--- src/source/jvm_mem_pkg.sv ---
package jvm_mem_pkg;

    typedef logic [31:0] word_t;

    // evaluation stack port
    typedef struct packed {
        logic  push;     // high to push, low to pop
        logic  trigger;  // one cycle start pulse
        word_t wdata;
    } stack_req_t;

    typedef struct packed {
        logic  done;     // rdata valid in this cycle
        word_t rdata;
    } stack_rsp_t;

    // local variable array port
    typedef struct packed {
        logic       write;    // high to write, low to read
        logic       trigger;
        logic [7:0] index;
        word_t      wdata;
    } lva_req_t;

    typedef struct packed {
        logic  done;
        word_t rdata;
    } lva_rsp_t;

endpackage

--- src/source/jvm_isa_pkg.sv ---
package jvm_isa_pkg;

    // opcodes handled by the control unit (JVM encodings)
    localparam logic [7:0] NOP       = 8'h00;
    localparam logic [7:0] ICONST_M1 = 8'h02;
    localparam logic [7:0] ICONST_0  = 8'h03;
    localparam logic [7:0] ICONST_5  = 8'h08;
    localparam logic [7:0] BIPUSH    = 8'h10;
    localparam logic [7:0] SIPUSH    = 8'h11;
    localparam logic [7:0] ILOAD     = 8'h15;
    localparam logic [7:0] ILOAD_0   = 8'h1a;
    localparam logic [7:0] ILOAD_3   = 8'h1d;
    localparam logic [7:0] ISTORE    = 8'h36;
    localparam logic [7:0] ISTORE_0  = 8'h3b;
    localparam logic [7:0] ISTORE_3  = 8'h3e;
    localparam logic [7:0] POP       = 8'h57;
    localparam logic [7:0] DUP       = 8'h59;
    localparam logic [7:0] IADD      = 8'h60;
    localparam logic [7:0] ISUB      = 8'h64;
    localparam logic [7:0] IMUL      = 8'h68;
    localparam logic [7:0] ISHL      = 8'h78;
    localparam logic [7:0] ISHR      = 8'h7a;
    localparam logic [7:0] IAND      = 8'h7e;
    localparam logic [7:0] IOR       = 8'h80;
    localparam logic [7:0] IXOR      = 8'h82;
    localparam logic [7:0] IFEQ      = 8'h99;
    localparam logic [7:0] IFLE      = 8'h9e;
    localparam logic [7:0] IF_ICMPEQ = 8'h9f;
    localparam logic [7:0] IF_ICMPLE = 8'ha4;
    localparam logic [7:0] GOTO      = 8'ha7;

    // idle cycles after op_done while the next opcode is fetched
    localparam int unsigned FETCH_WAIT = 3;

    typedef enum logic [3:0] {
        ALU_ADD, ALU_SUB, ALU_MUL, ALU_AND, ALU_OR, ALU_XOR, ALU_SHL, ALU_SHR
    } alu_op_e;

    // same order as the ifXX / if_icmpXX opcodes
    typedef enum logic [2:0] {
        CMP_EQ, CMP_NE, CMP_LT, CMP_GE, CMP_GT, CMP_LE
    } cmp_e;

    typedef struct packed {
        logic [7:0] arg1;  // hi byte, pc + 1
        logic [7:0] arg2;  // lo byte, pc + 2
    } arg_pair_t;

    typedef union packed {
        logic signed [15:0] branch_offset;
        arg_pair_t          lit;
    } arg_bytes_t;

    typedef enum logic [2:0] {
        CLS_NONE, CLS_CONST, CLS_LITERAL, CLS_LOAD,
        CLS_STORE, CLS_ALU, CLS_STACKOP, CLS_BRANCH
    } op_class_e;

    typedef struct packed {
        op_class_e  cls;
        alu_op_e    alu_op;
        cmp_e       cmp;
        logic       cmp_two;          // compare against a second operand, not zero
        logic [2:0] constval;         // 7 encodes -1
        logic [1:0] lva_short_index;
        logic [1:0] argc;
        logic [1:0] pops;
        logic [1:0] pushes;
        logic       is_goto;
    } decoded_t;

endpackage
--- src/source/jvm_control.sv ---
`timescale 1ns/10ps

module jvm_control (
    input  logic                    clk,
    input  logic                    rst,
    input  logic [7:0]              op_code,
    input  jvm_isa_pkg::arg_bytes_t args,
    output logic [15:0]             offset,
    output logic                    op_done,
    output jvm_mem_pkg::stack_req_t stack_req,
    input  jvm_mem_pkg::stack_rsp_t stack_rsp,
    output jvm_mem_pkg::lva_req_t   lva_req,
    input  jvm_mem_pkg::lva_rsp_t   lva_rsp
);
    import jvm_isa_pkg::*;
    import jvm_mem_pkg::*;

    decoded_t dec;
    word_t    a;           // second pop, left operand
    word_t    b;           // first pop, or zero for ifXX
    word_t    alu_result;
    logic     taken;

    bc_decoder u_decoder (
        .op_code (op_code),
        .dec     (dec)
    );

    int_alu u_alu (
        .a      (a),
        .b      (b),
        .alu_op (dec.alu_op),
        .cmp    (dec.cmp),
        .result (alu_result),
        .taken  (taken)
    );

    exec_sequencer u_seq (
        .clk        (clk),
        .rst        (rst),
        .dec        (dec),
        .args       (args),
        .alu_result (alu_result),
        .taken      (taken),
        .a          (a),
        .b          (b),
        .offset     (offset),
        .op_done    (op_done),
        .stack_req  (stack_req),
        .stack_rsp  (stack_rsp),
        .lva_req    (lva_req),
        .lva_rsp    (lva_rsp)
    );

endmodule

--- src/source/exec_sequencer.sv ---
`timescale 1ns/10ps

module exec_sequencer (
    input  logic                    clk,
    input  logic                    rst,
    input  jvm_isa_pkg::decoded_t   dec,
    input  jvm_isa_pkg::arg_bytes_t args,
    input  jvm_mem_pkg::word_t      alu_result,
    input  logic                    taken,
    output jvm_mem_pkg::word_t      a,
    output jvm_mem_pkg::word_t      b,
    output logic [15:0]             offset,
    output logic                    op_done,
    output jvm_mem_pkg::stack_req_t stack_req,
    input  jvm_mem_pkg::stack_rsp_t stack_rsp,
    output jvm_mem_pkg::lva_req_t   lva_req,
    input  jvm_mem_pkg::lva_rsp_t   lva_rsp
);
    import jvm_isa_pkg::*;
    import jvm_mem_pkg::*;

    typedef enum logic [2:0] {
        ST_IDLE, ST_POP, ST_POP_WAIT, ST_LVA, ST_LVA_WAIT, ST_EXEC, ST_PUSH, ST_PUSH_WAIT
    } state_e;

    state_e      state;
    logic [1:0]  wait_cnt;   // fetch delay countdown
    logic [1:0]  pops_left;
    logic [1:0]  push_cnt;
    word_t       push_word;
    logic [15:0] next_offset;

    // value for the stack push, selected by class
    always_comb begin
        case (dec.cls)
            CLS_CONST:   push_word = (dec.constval == 3'd7) ? '1 : {29'd0, dec.constval};
            CLS_LITERAL: begin
                if (dec.argc == 2'd1)  // bipush
                    push_word = {{24{args.lit.arg1[7]}}, args.lit.arg1};
                else
                    push_word = {{16{args.branch_offset[15]}}, args.branch_offset};
            end
            CLS_ALU:     push_word = alu_result;
            default:     push_word = a;  // local read or dup source
        endcase
    end

    always_comb begin
        if (dec.cls == CLS_BRANCH && (dec.is_goto || taken))
            next_offset = args.branch_offset;
        else
            next_offset = 16'(dec.argc) + 16'd1;
    end

    always_ff @(posedge clk) begin
        if (rst) begin
            state             <= ST_IDLE;
            wait_cnt          <= 2'(FETCH_WAIT);
            op_done           <= 1'b0;
            offset            <= '0;
            pops_left         <= '0;
            push_cnt          <= '0;
            stack_req.trigger <= 1'b0;
            lva_req.trigger   <= 1'b0;
        end else begin
            op_done <= 1'b0;
            case (state)
                ST_IDLE: begin
                    if (wait_cnt != 2'd0) begin
                        wait_cnt <= wait_cnt - 2'd1;
                    end else if (dec.cls == CLS_NONE) begin
                        op_done  <= 1'b1;           // nop and unknown opcodes
                        offset   <= next_offset;
                        wait_cnt <= 2'(FETCH_WAIT);
                    end else begin
                        pops_left <= dec.pops;
                        if (dec.cls == CLS_BRANCH && !dec.cmp_two)
                            b <= '0;                // compare against zero
                        if (dec.pops != 2'd0)
                            state <= ST_POP;
                        else if (dec.cls == CLS_LOAD)
                            state <= ST_LVA;
                        else
                            state <= ST_EXEC;
                    end
                end
                ST_POP: begin
                    stack_req.push    <= 1'b0;
                    stack_req.trigger <= 1'b1;
                    state             <= ST_POP_WAIT;
                end
                ST_POP_WAIT: begin
                    stack_req.trigger <= 1'b0;
                    if (stack_rsp.done) begin
                        // first of two pops is the right operand
                        if (pops_left == 2'd2)
                            b <= stack_rsp.rdata;
                        else
                            a <= stack_rsp.rdata;
                        pops_left <= pops_left - 2'd1;
                        if (pops_left != 2'd1)
                            state <= ST_POP;
                        else if (dec.cls == CLS_STORE)
                            state <= ST_LVA;
                        else
                            state <= ST_EXEC;
                    end
                end
                ST_LVA: begin
                    lva_req.write   <= (dec.cls == CLS_STORE);
                    lva_req.index   <= (dec.argc == 2'd1) ? args.lit.arg1
                                                          : {6'd0, dec.lva_short_index};
                    lva_req.wdata   <= a;
                    lva_req.trigger <= 1'b1;
                    state           <= ST_LVA_WAIT;
                end
                ST_LVA_WAIT: begin
                    lva_req.trigger <= 1'b0;
                    if (lva_rsp.done) begin
                        if (!lva_req.write)
                            a <= lva_rsp.rdata;  // pushed in exec
                        state <= ST_EXEC;
                    end
                end
                ST_EXEC: begin
                    stack_req.wdata <= push_word;
                    push_cnt        <= dec.pushes;
                    if (dec.pushes != 2'd0) begin
                        state <= ST_PUSH;
                    end else begin
                        op_done  <= 1'b1;
                        offset   <= next_offset;
                        wait_cnt <= 2'(FETCH_WAIT);
                        state    <= ST_IDLE;
                    end
                end
                ST_PUSH: begin
                    stack_req.push    <= 1'b1;
                    stack_req.trigger <= 1'b1;
                    state             <= ST_PUSH_WAIT;
                end
                ST_PUSH_WAIT: begin
                    stack_req.trigger <= 1'b0;
                    if (stack_rsp.done) begin
                        push_cnt <= push_cnt - 2'd1;
                        if (push_cnt != 2'd1) begin
                            state <= ST_PUSH;  // second push of dup
                        end else begin
                            op_done  <= 1'b1;
                            offset   <= next_offset;
                            wait_cnt <= 2'(FETCH_WAIT);
                            state    <= ST_IDLE;
                        end
                    end
                end
                default: state <= ST_IDLE;
            endcase
        end
    end

endmodule

--- src/source/int_alu.sv ---
`timescale 1ns/10ps

module int_alu (
    input  jvm_mem_pkg::word_t   a,
    input  jvm_mem_pkg::word_t   b,
    input  jvm_isa_pkg::alu_op_e alu_op,
    input  jvm_isa_pkg::cmp_e    cmp,
    output jvm_mem_pkg::word_t   result,
    output logic                 taken
);
    import jvm_isa_pkg::*;

    logic signed [31:0] sa;
    logic signed [31:0] sb;

    assign sa = a;
    assign sb = b;

    always_comb begin
        case (alu_op)
            ALU_ADD: result = a + b;
            ALU_SUB: result = a - b;
            ALU_MUL: result = a * b;         // low 32 bits only
            ALU_AND: result = a & b;
            ALU_OR:  result = a | b;
            ALU_XOR: result = a ^ b;
            ALU_SHL: result = a << b[4:0];
            ALU_SHR: result = sa >>> b[4:0]; // arithmetic shift
            default: result = a;
        endcase
    end

    // branch condition, second pop compared against first pop (or zero)
    always_comb begin
        case (cmp)
            CMP_EQ:  taken = (sa == sb);
            CMP_NE:  taken = (sa != sb);
            CMP_LT:  taken = (sa < sb);
            CMP_GE:  taken = (sa >= sb);
            CMP_GT:  taken = (sa > sb);
            CMP_LE:  taken = (sa <= sb);
            default: taken = 1'b0;
        endcase
    end

endmodule

--- src/source/bc_decoder.sv ---
`timescale 1ns/10ps

module bc_decoder (
    input  logic [7:0]            op_code,
    output jvm_isa_pkg::decoded_t dec
);
    import jvm_isa_pkg::*;

    always_comb begin
        dec        = '0;
        dec.cls    = CLS_NONE;  // unknown opcodes fall through as NONE
        dec.alu_op = ALU_ADD;
        dec.cmp    = CMP_EQ;

        case (op_code) inside
            [ICONST_M1:ICONST_5]: begin
                dec.cls      = CLS_CONST;
                dec.constval = 3'(op_code - ICONST_0);  // iconst_m1 wraps to 7
                dec.pushes   = 2'd1;
            end
            BIPUSH, SIPUSH: begin
                dec.cls    = CLS_LITERAL;
                dec.argc   = (op_code == SIPUSH) ? 2'd2 : 2'd1;
                dec.pushes = 2'd1;
            end
            ILOAD: begin
                dec.cls    = CLS_LOAD;
                dec.argc   = 2'd1;
                dec.pushes = 2'd1;
            end
            [ILOAD_0:ILOAD_3]: begin
                dec.cls             = CLS_LOAD;
                dec.lva_short_index = 2'(op_code - ILOAD_0);
                dec.pushes          = 2'd1;
            end
            ISTORE: begin
                dec.cls  = CLS_STORE;
                dec.argc = 2'd1;
                dec.pops = 2'd1;
            end
            [ISTORE_0:ISTORE_3]: begin
                dec.cls             = CLS_STORE;
                dec.lva_short_index = 2'(op_code - ISTORE_0);
                dec.pops            = 2'd1;
            end
            POP, DUP: begin
                dec.cls    = CLS_STACKOP;
                dec.pops   = 2'd1;
                dec.pushes = (op_code == DUP) ? 2'd2 : 2'd0;  // dup pushes the value back twice
            end
            IADD, ISUB, IMUL, IAND, IOR, IXOR, ISHL, ISHR: begin
                dec.cls    = CLS_ALU;
                dec.pops   = 2'd2;
                dec.pushes = 2'd1;
                case (op_code)
                    ISUB:    dec.alu_op = ALU_SUB;
                    IMUL:    dec.alu_op = ALU_MUL;
                    IAND:    dec.alu_op = ALU_AND;
                    IOR:     dec.alu_op = ALU_OR;
                    IXOR:    dec.alu_op = ALU_XOR;
                    ISHL:    dec.alu_op = ALU_SHL;
                    ISHR:    dec.alu_op = ALU_SHR;
                    default: dec.alu_op = ALU_ADD;
                endcase
            end
            [IFEQ:IFLE]: begin
                dec.cls  = CLS_BRANCH;
                dec.argc = 2'd2;
                dec.pops = 2'd1;
                dec.cmp  = cmp_e'(3'(op_code - IFEQ));
            end
            [IF_ICMPEQ:IF_ICMPLE]: begin
                dec.cls     = CLS_BRANCH;
                dec.argc    = 2'd2;
                dec.pops    = 2'd2;
                dec.cmp     = cmp_e'(3'(op_code - IF_ICMPEQ));
                dec.cmp_two = 1'b1;
            end
            GOTO: begin
                dec.cls     = CLS_BRANCH;
                dec.argc    = 2'd2;
                dec.is_goto = 1'b1;
            end
            default: ;
        endcase
    end

endmodule

--- config.mk ---
export PLATFORM = sky130hd
export DESIGN_NAME = jvm_control
export DESIGN_NICKNAME = d
export VERILOG_FILES = /design/src/source/jvm_mem_pkg.sv /design/src/source/jvm_isa_pkg.sv /design/src/source/jvm_control.sv /design/src/source/exec_sequencer.sv /design/src/source/int_alu.sv /design/src/source/bc_decoder.sv
export SDC_FILE = /design/constraint.sdc
export NUM_CORES = 2
export LEC_CHECK = 0
export ABC_AREA = 1
export BUFFER_PORTS_ARGS = -buffer_cell sky130_fd_sc_hd__buf_2
export CELL_PAD_IN_SITES_DETAIL_PLACEMENT = 1
export CELL_PAD_IN_SITES_GLOBAL_PLACEMENT = 2
export CORE_ASPECT_RATIO = 1.25
export CORE_MARGIN = 1
export CORE_UTILIZATION = 35
export DETAILED_ROUTE_END_ITERATION = 8
export PLACE_DENSITY = 0.92
export SLEW_MARGIN = 30
export SYNTH_ARGS = -nofsm -noshare
export SYNTH_HDL_FRONTEND = slang
export SYNTH_SLANG_ARGS = --single-unit
--- constraint.sdc ---
create_clock -name clk -period 20.8 [get_ports clk]
set_input_delay 4.16 -clock clk [delete_from_list [all_inputs] [get_ports clk]]
set_output_delay 4.16 -clock clk [all_outputs]
set_load 0.005 [all_outputs]
==> results.md <==
* Wirelength per Cell at 24.5 um
* Global-route wire length before repair at 220,000 um
* Final Hold Violating Endpoints at 0
* Pre-CTS WS at between 10 and 15 ns
* Buffers plus inverters on the worst setup path at 7
* Final setup vio count at 0
* Prevailing post-synth register cell: sky130_fd_sc_hd__edfxtp_1
* Yosys top cell by area: sky130_fd_sc_hd__fa_1
* Worst path most repeated cell: sky130_fd_sc_hd__fa_1
* Setup CP Type: reg -> reg
* Routed wire length at 149,000 um
* Number of H-tree levels at 4
* Die Y-Extent at approximately 350 um
* Slowest-stage cell, CP: sky130_fd_sc_hd__nor3_1
* Cell at the root of the clock tree: sky130_fd_sc_hd__clkbuf_16
* Num CTS Buffers at 17
* Worst-path clk slew at 0.09 ns
* Number of search-and-repair iterations in the first detailed-routing pass at 5
* Worst Setup End Kind: flop
* Starting density of the core at 35.4%
* Hold worst-path end: u_seq.lva_req[13]
* Via count normalized by instance count at 5.41
* CP required at 21.04 ns
* Worst skew pair latency at 0.53 ns
* Synth async-reset ratio at 0%
* Post-Syn Instances at 4,801
* Share of the synthesized area in the top cell type at 24.9%
* Tightest Pin Transition at roughly 1.0 ns
* Time the worst path needs with I/O delays and setup at 8.27 ns
* Global placer's final weighted congestion at 1.04
* Number of violations of the max-capacitance limit at 0
* Via count of the first global-routing pass at around 35,000
* Depth of the worst hold-timing path at 0
* Setup TNS at 0 ns
* R2r worst-path depth at 27
* Max FO, Critical Path at 25
* Yosys warning total at 0
* Number of max-slew violations in the final report at 0
* Outcome: completed
* Number of enable-type register cells in the synthesized netlist at 138
* Largest net degree at the start of global routing at 74
* Overall fraction of global-route tracks in use at between 30% and 40%
* Synthesized area per cell at 6.87 um^2
* Share of final-layout standard cells stronger than drive strength 1 at 7.71%
* Setup repair after global routing missed its margin: no
* Number of nets in the layout at 5,583
* Cell family with most CP delay: adder cells
* Placement row count at 125
* Number of distinct library cells after synthesis at 62
* Register-to-register setup slack at roughly 13 ns
* Worst setup skew after layout at 0.0365 ns
* Antenna-violating nets left at 0
* Buffer levels on the longest clock path at 2
* Hold-fix buffers at CTS at 0
* Path type of the worst min-delay path: reg -> reg
* Die width at 277 um
* Area of the mapped netlist at 33,000 um^2
* Setup repair bufs after CTS at 0
* Count of input and output buffers at 184
* TritonCTS clock tree: built
* Layout area overhead at 8.43%
* Die area at 95,500 um^2
* Register bit count reported by yosys at 166
* Startpoint kind of the worst setup timing path: flop
* Net count of the mapped netlist at 5,533
* Post-cts sizing count at 0
* Worst slew slack as a fraction of its limit at between 20% and 30%
* Main area contributors after synthesis: sky130_fd_sc_hd__fa_1 (25%), sky130_fd_sc_hd__nand2_1 (14%), sky130_fd_sc_hd__edfxtp_1 (13%), sky130_fd_sc_hd__inv_1 (12%), sky130_fd_sc_hd__ha_1 (8.7%)
* Stage delay of the slowest cell on the critical path at roughly 0.8 ns
* DRC violations left at 0
* Origin of the critical flop-to-flop path: u_seq.a[12]
* Antenna violations before repair at 11
* Arrival time at the worst endpoint at 8.51 ns
* GRT overflow at 0
* Worst hold slack at 0.456 ns
* Count of clock tree sinks at 166
* Upper clock frequency limit at between 100 and 150 MHz
* DP HPWL at 118,000 um
* Worst reg2reg path endpoint: u_seq.stack_req[20]
* I/O Pins at approximately 190
* Number of DRC markers after the initial detailed-route iteration at around 2,300
* Area of the core at 93,200 um^2
* Worst path setup slack after routing at 12.53 ns
* HP Start: u_seq.a[13]
* Proportion of synthesized chip area in sequential cells at 14.3%
* Via count at 32,900
* Share of the cycle needed by the critical path after routing at roughly two fifths
registers in the layout, indices dropped and copies added, names as in the netlist:
name / cells
u_seq.lva_req: 42
u_seq.stack_req: 34
u_seq.a: 32
u_seq.b: 32
u_seq.offset: 16
u_seq.state: 3
u_seq.pops_left: 2
u_seq.push_cnt: 2
u_seq.wait_cnt: 2
u_seq.op_done: 1
cell families after synthesis:
| logic type | Yosys count | synth area share (%) |
|---|---|---|
| AOI/OAI and AO/OA | 723 | 12.2 |
| xor gates and xnor gates | 16 | 0.425 |
| adders and majority gates | 640 | 33.6 |
| buffers and inverters | 1325 | 15.2 |
| DFF | 166 | 14.3 |
| muxes | 18 | 0.546 |
| and+or+nand+nor | 1913 | 23.8 |
cells in the final DEF, fill, tap and decap left out, drive strengths merged, types with 17 or more instances in the layout:
| cell type | count |
|---|---|
| buf | 266 |
| nand2 | 1268 |
| o211ai | 35 |
| o21ai | 351 |
| clkbuf | 17 |
| or2 | 22 |
| a21oi | 229 |
| dfxtp | 28 |
| nand4 | 41 |
| fa | 410 |
| nor3 | 38 |
| nand3 | 208 |
| nor2 | 309 |
| mux2i | 18 |
| edfxtp | 138 |
| inv | 1090 |
| ha | 230 |
cell usage after synthesis (11+ instances only):
cell,n
sky130_fd_sc_hd__nand4_1,41
sky130_fd_sc_hd__o21ai_0,351
sky130_fd_sc_hd__buf_1,34
sky130_fd_sc_hd__inv_1,1073
sky130_fd_sc_hd__nor3_1,36
sky130_fd_sc_hd__nand2_1,1262
sky130_fd_sc_hd__clkbuf_1,183
sky130_fd_sc_hd__a211oi_1,12
sky130_fd_sc_hd__or2_2,22
sky130_fd_sc_hd__o22ai_1,15
sky130_fd_sc_hd__o21bai_1,12
sky130_fd_sc_hd__o211ai_1,35
sky130_fd_sc_hd__o2111ai_1,13
sky130_fd_sc_hd__buf_2,11
sky130_fd_sc_hd__nor2_1,306
sky130_fd_sc_hd__nand3_1,197
sky130_fd_sc_hd__dfxtp_1,28
sky130_fd_sc_hd__edfxtp_1,138
sky130_fd_sc_hd__xor2_1,11
sky130_fd_sc_hd__ha_1,230
sky130_fd_sc_hd__a21oi_1,219
sky130_fd_sc_hd__a31oi_1,11
sky130_fd_sc_hd__mux2i_1,18
sky130_fd_sc_hd__nand3b_1,11
sky130_fd_sc_hd__a21o_1,11
sky130_fd_sc_hd__fa_1,410
how the worst max path moves through the flow:
stage / endpoint / slack, ns / cells after the start / from
2_1_floorplan: u_seq.b[0] / 11.54 / 16 / op_code[0]
3_3_place_gp: u_seq.stack_req[16] / 12.36 / 18 / op_code[0]
3_5_place_dp: u_seq.stack_req[22] / 12.18 / 18 / op_code[0]
4_1_cts: u_seq.stack_req[30] / 12.66 / 27 / u_seq.b[3]
5_1_grt: u_seq.stack_req[20] / 12.31 / 27 / u_seq.a[12]
6_report: u_seq.stack_req[20] / 12.53 / 27 / u_seq.a[12]
layout make-up:
cell class	count	area (um^2)
Clock inverter	15	141
Inverter	1090	4100
Multi-Input combinational cell	3310	23300
Clock buffer	17	425
Sequential cell	166	4700
Timing Repair Buffer	266	1560
Antenna cell	6	15.0
Tap cell	1206	1510
Fill cell	12100	57400
per-layer routing:
layer / global-route usage [%] / share of wire, %
met5: 0 / 0.029
met4: 20.1 / 7.3
met3: 4.08 / 5.8
met2: 54.5 / 49
met1: 35.4 / 38
metrics by stage:
stage               std cells  util [%]  cell area [um^2]
floorplan                4801         -             33000
finish                   6076      38.4             35800
CTS                      6070      38.4             35800
global route             6074      38.4             35800
global placement         6037      37.7             35200
detailed placement       6038      37.8             35200
worst register-to-register path, delay by kind of cell, from the launching register on:
| kind | cells | cell delay, ns |
|---|---|---|
| fa+ha+maj | 9 | 4.35 |
| buf+inv | 7 | 0.93 |
| simple gates | 7 | 1.81 |
| flops | 1 | 0.36 |
| compound gates | 4 | 0.53 |
Power is not shown: default switching activity piles up to over one toggle a cycle in this logic, so the estimate is an artifact.
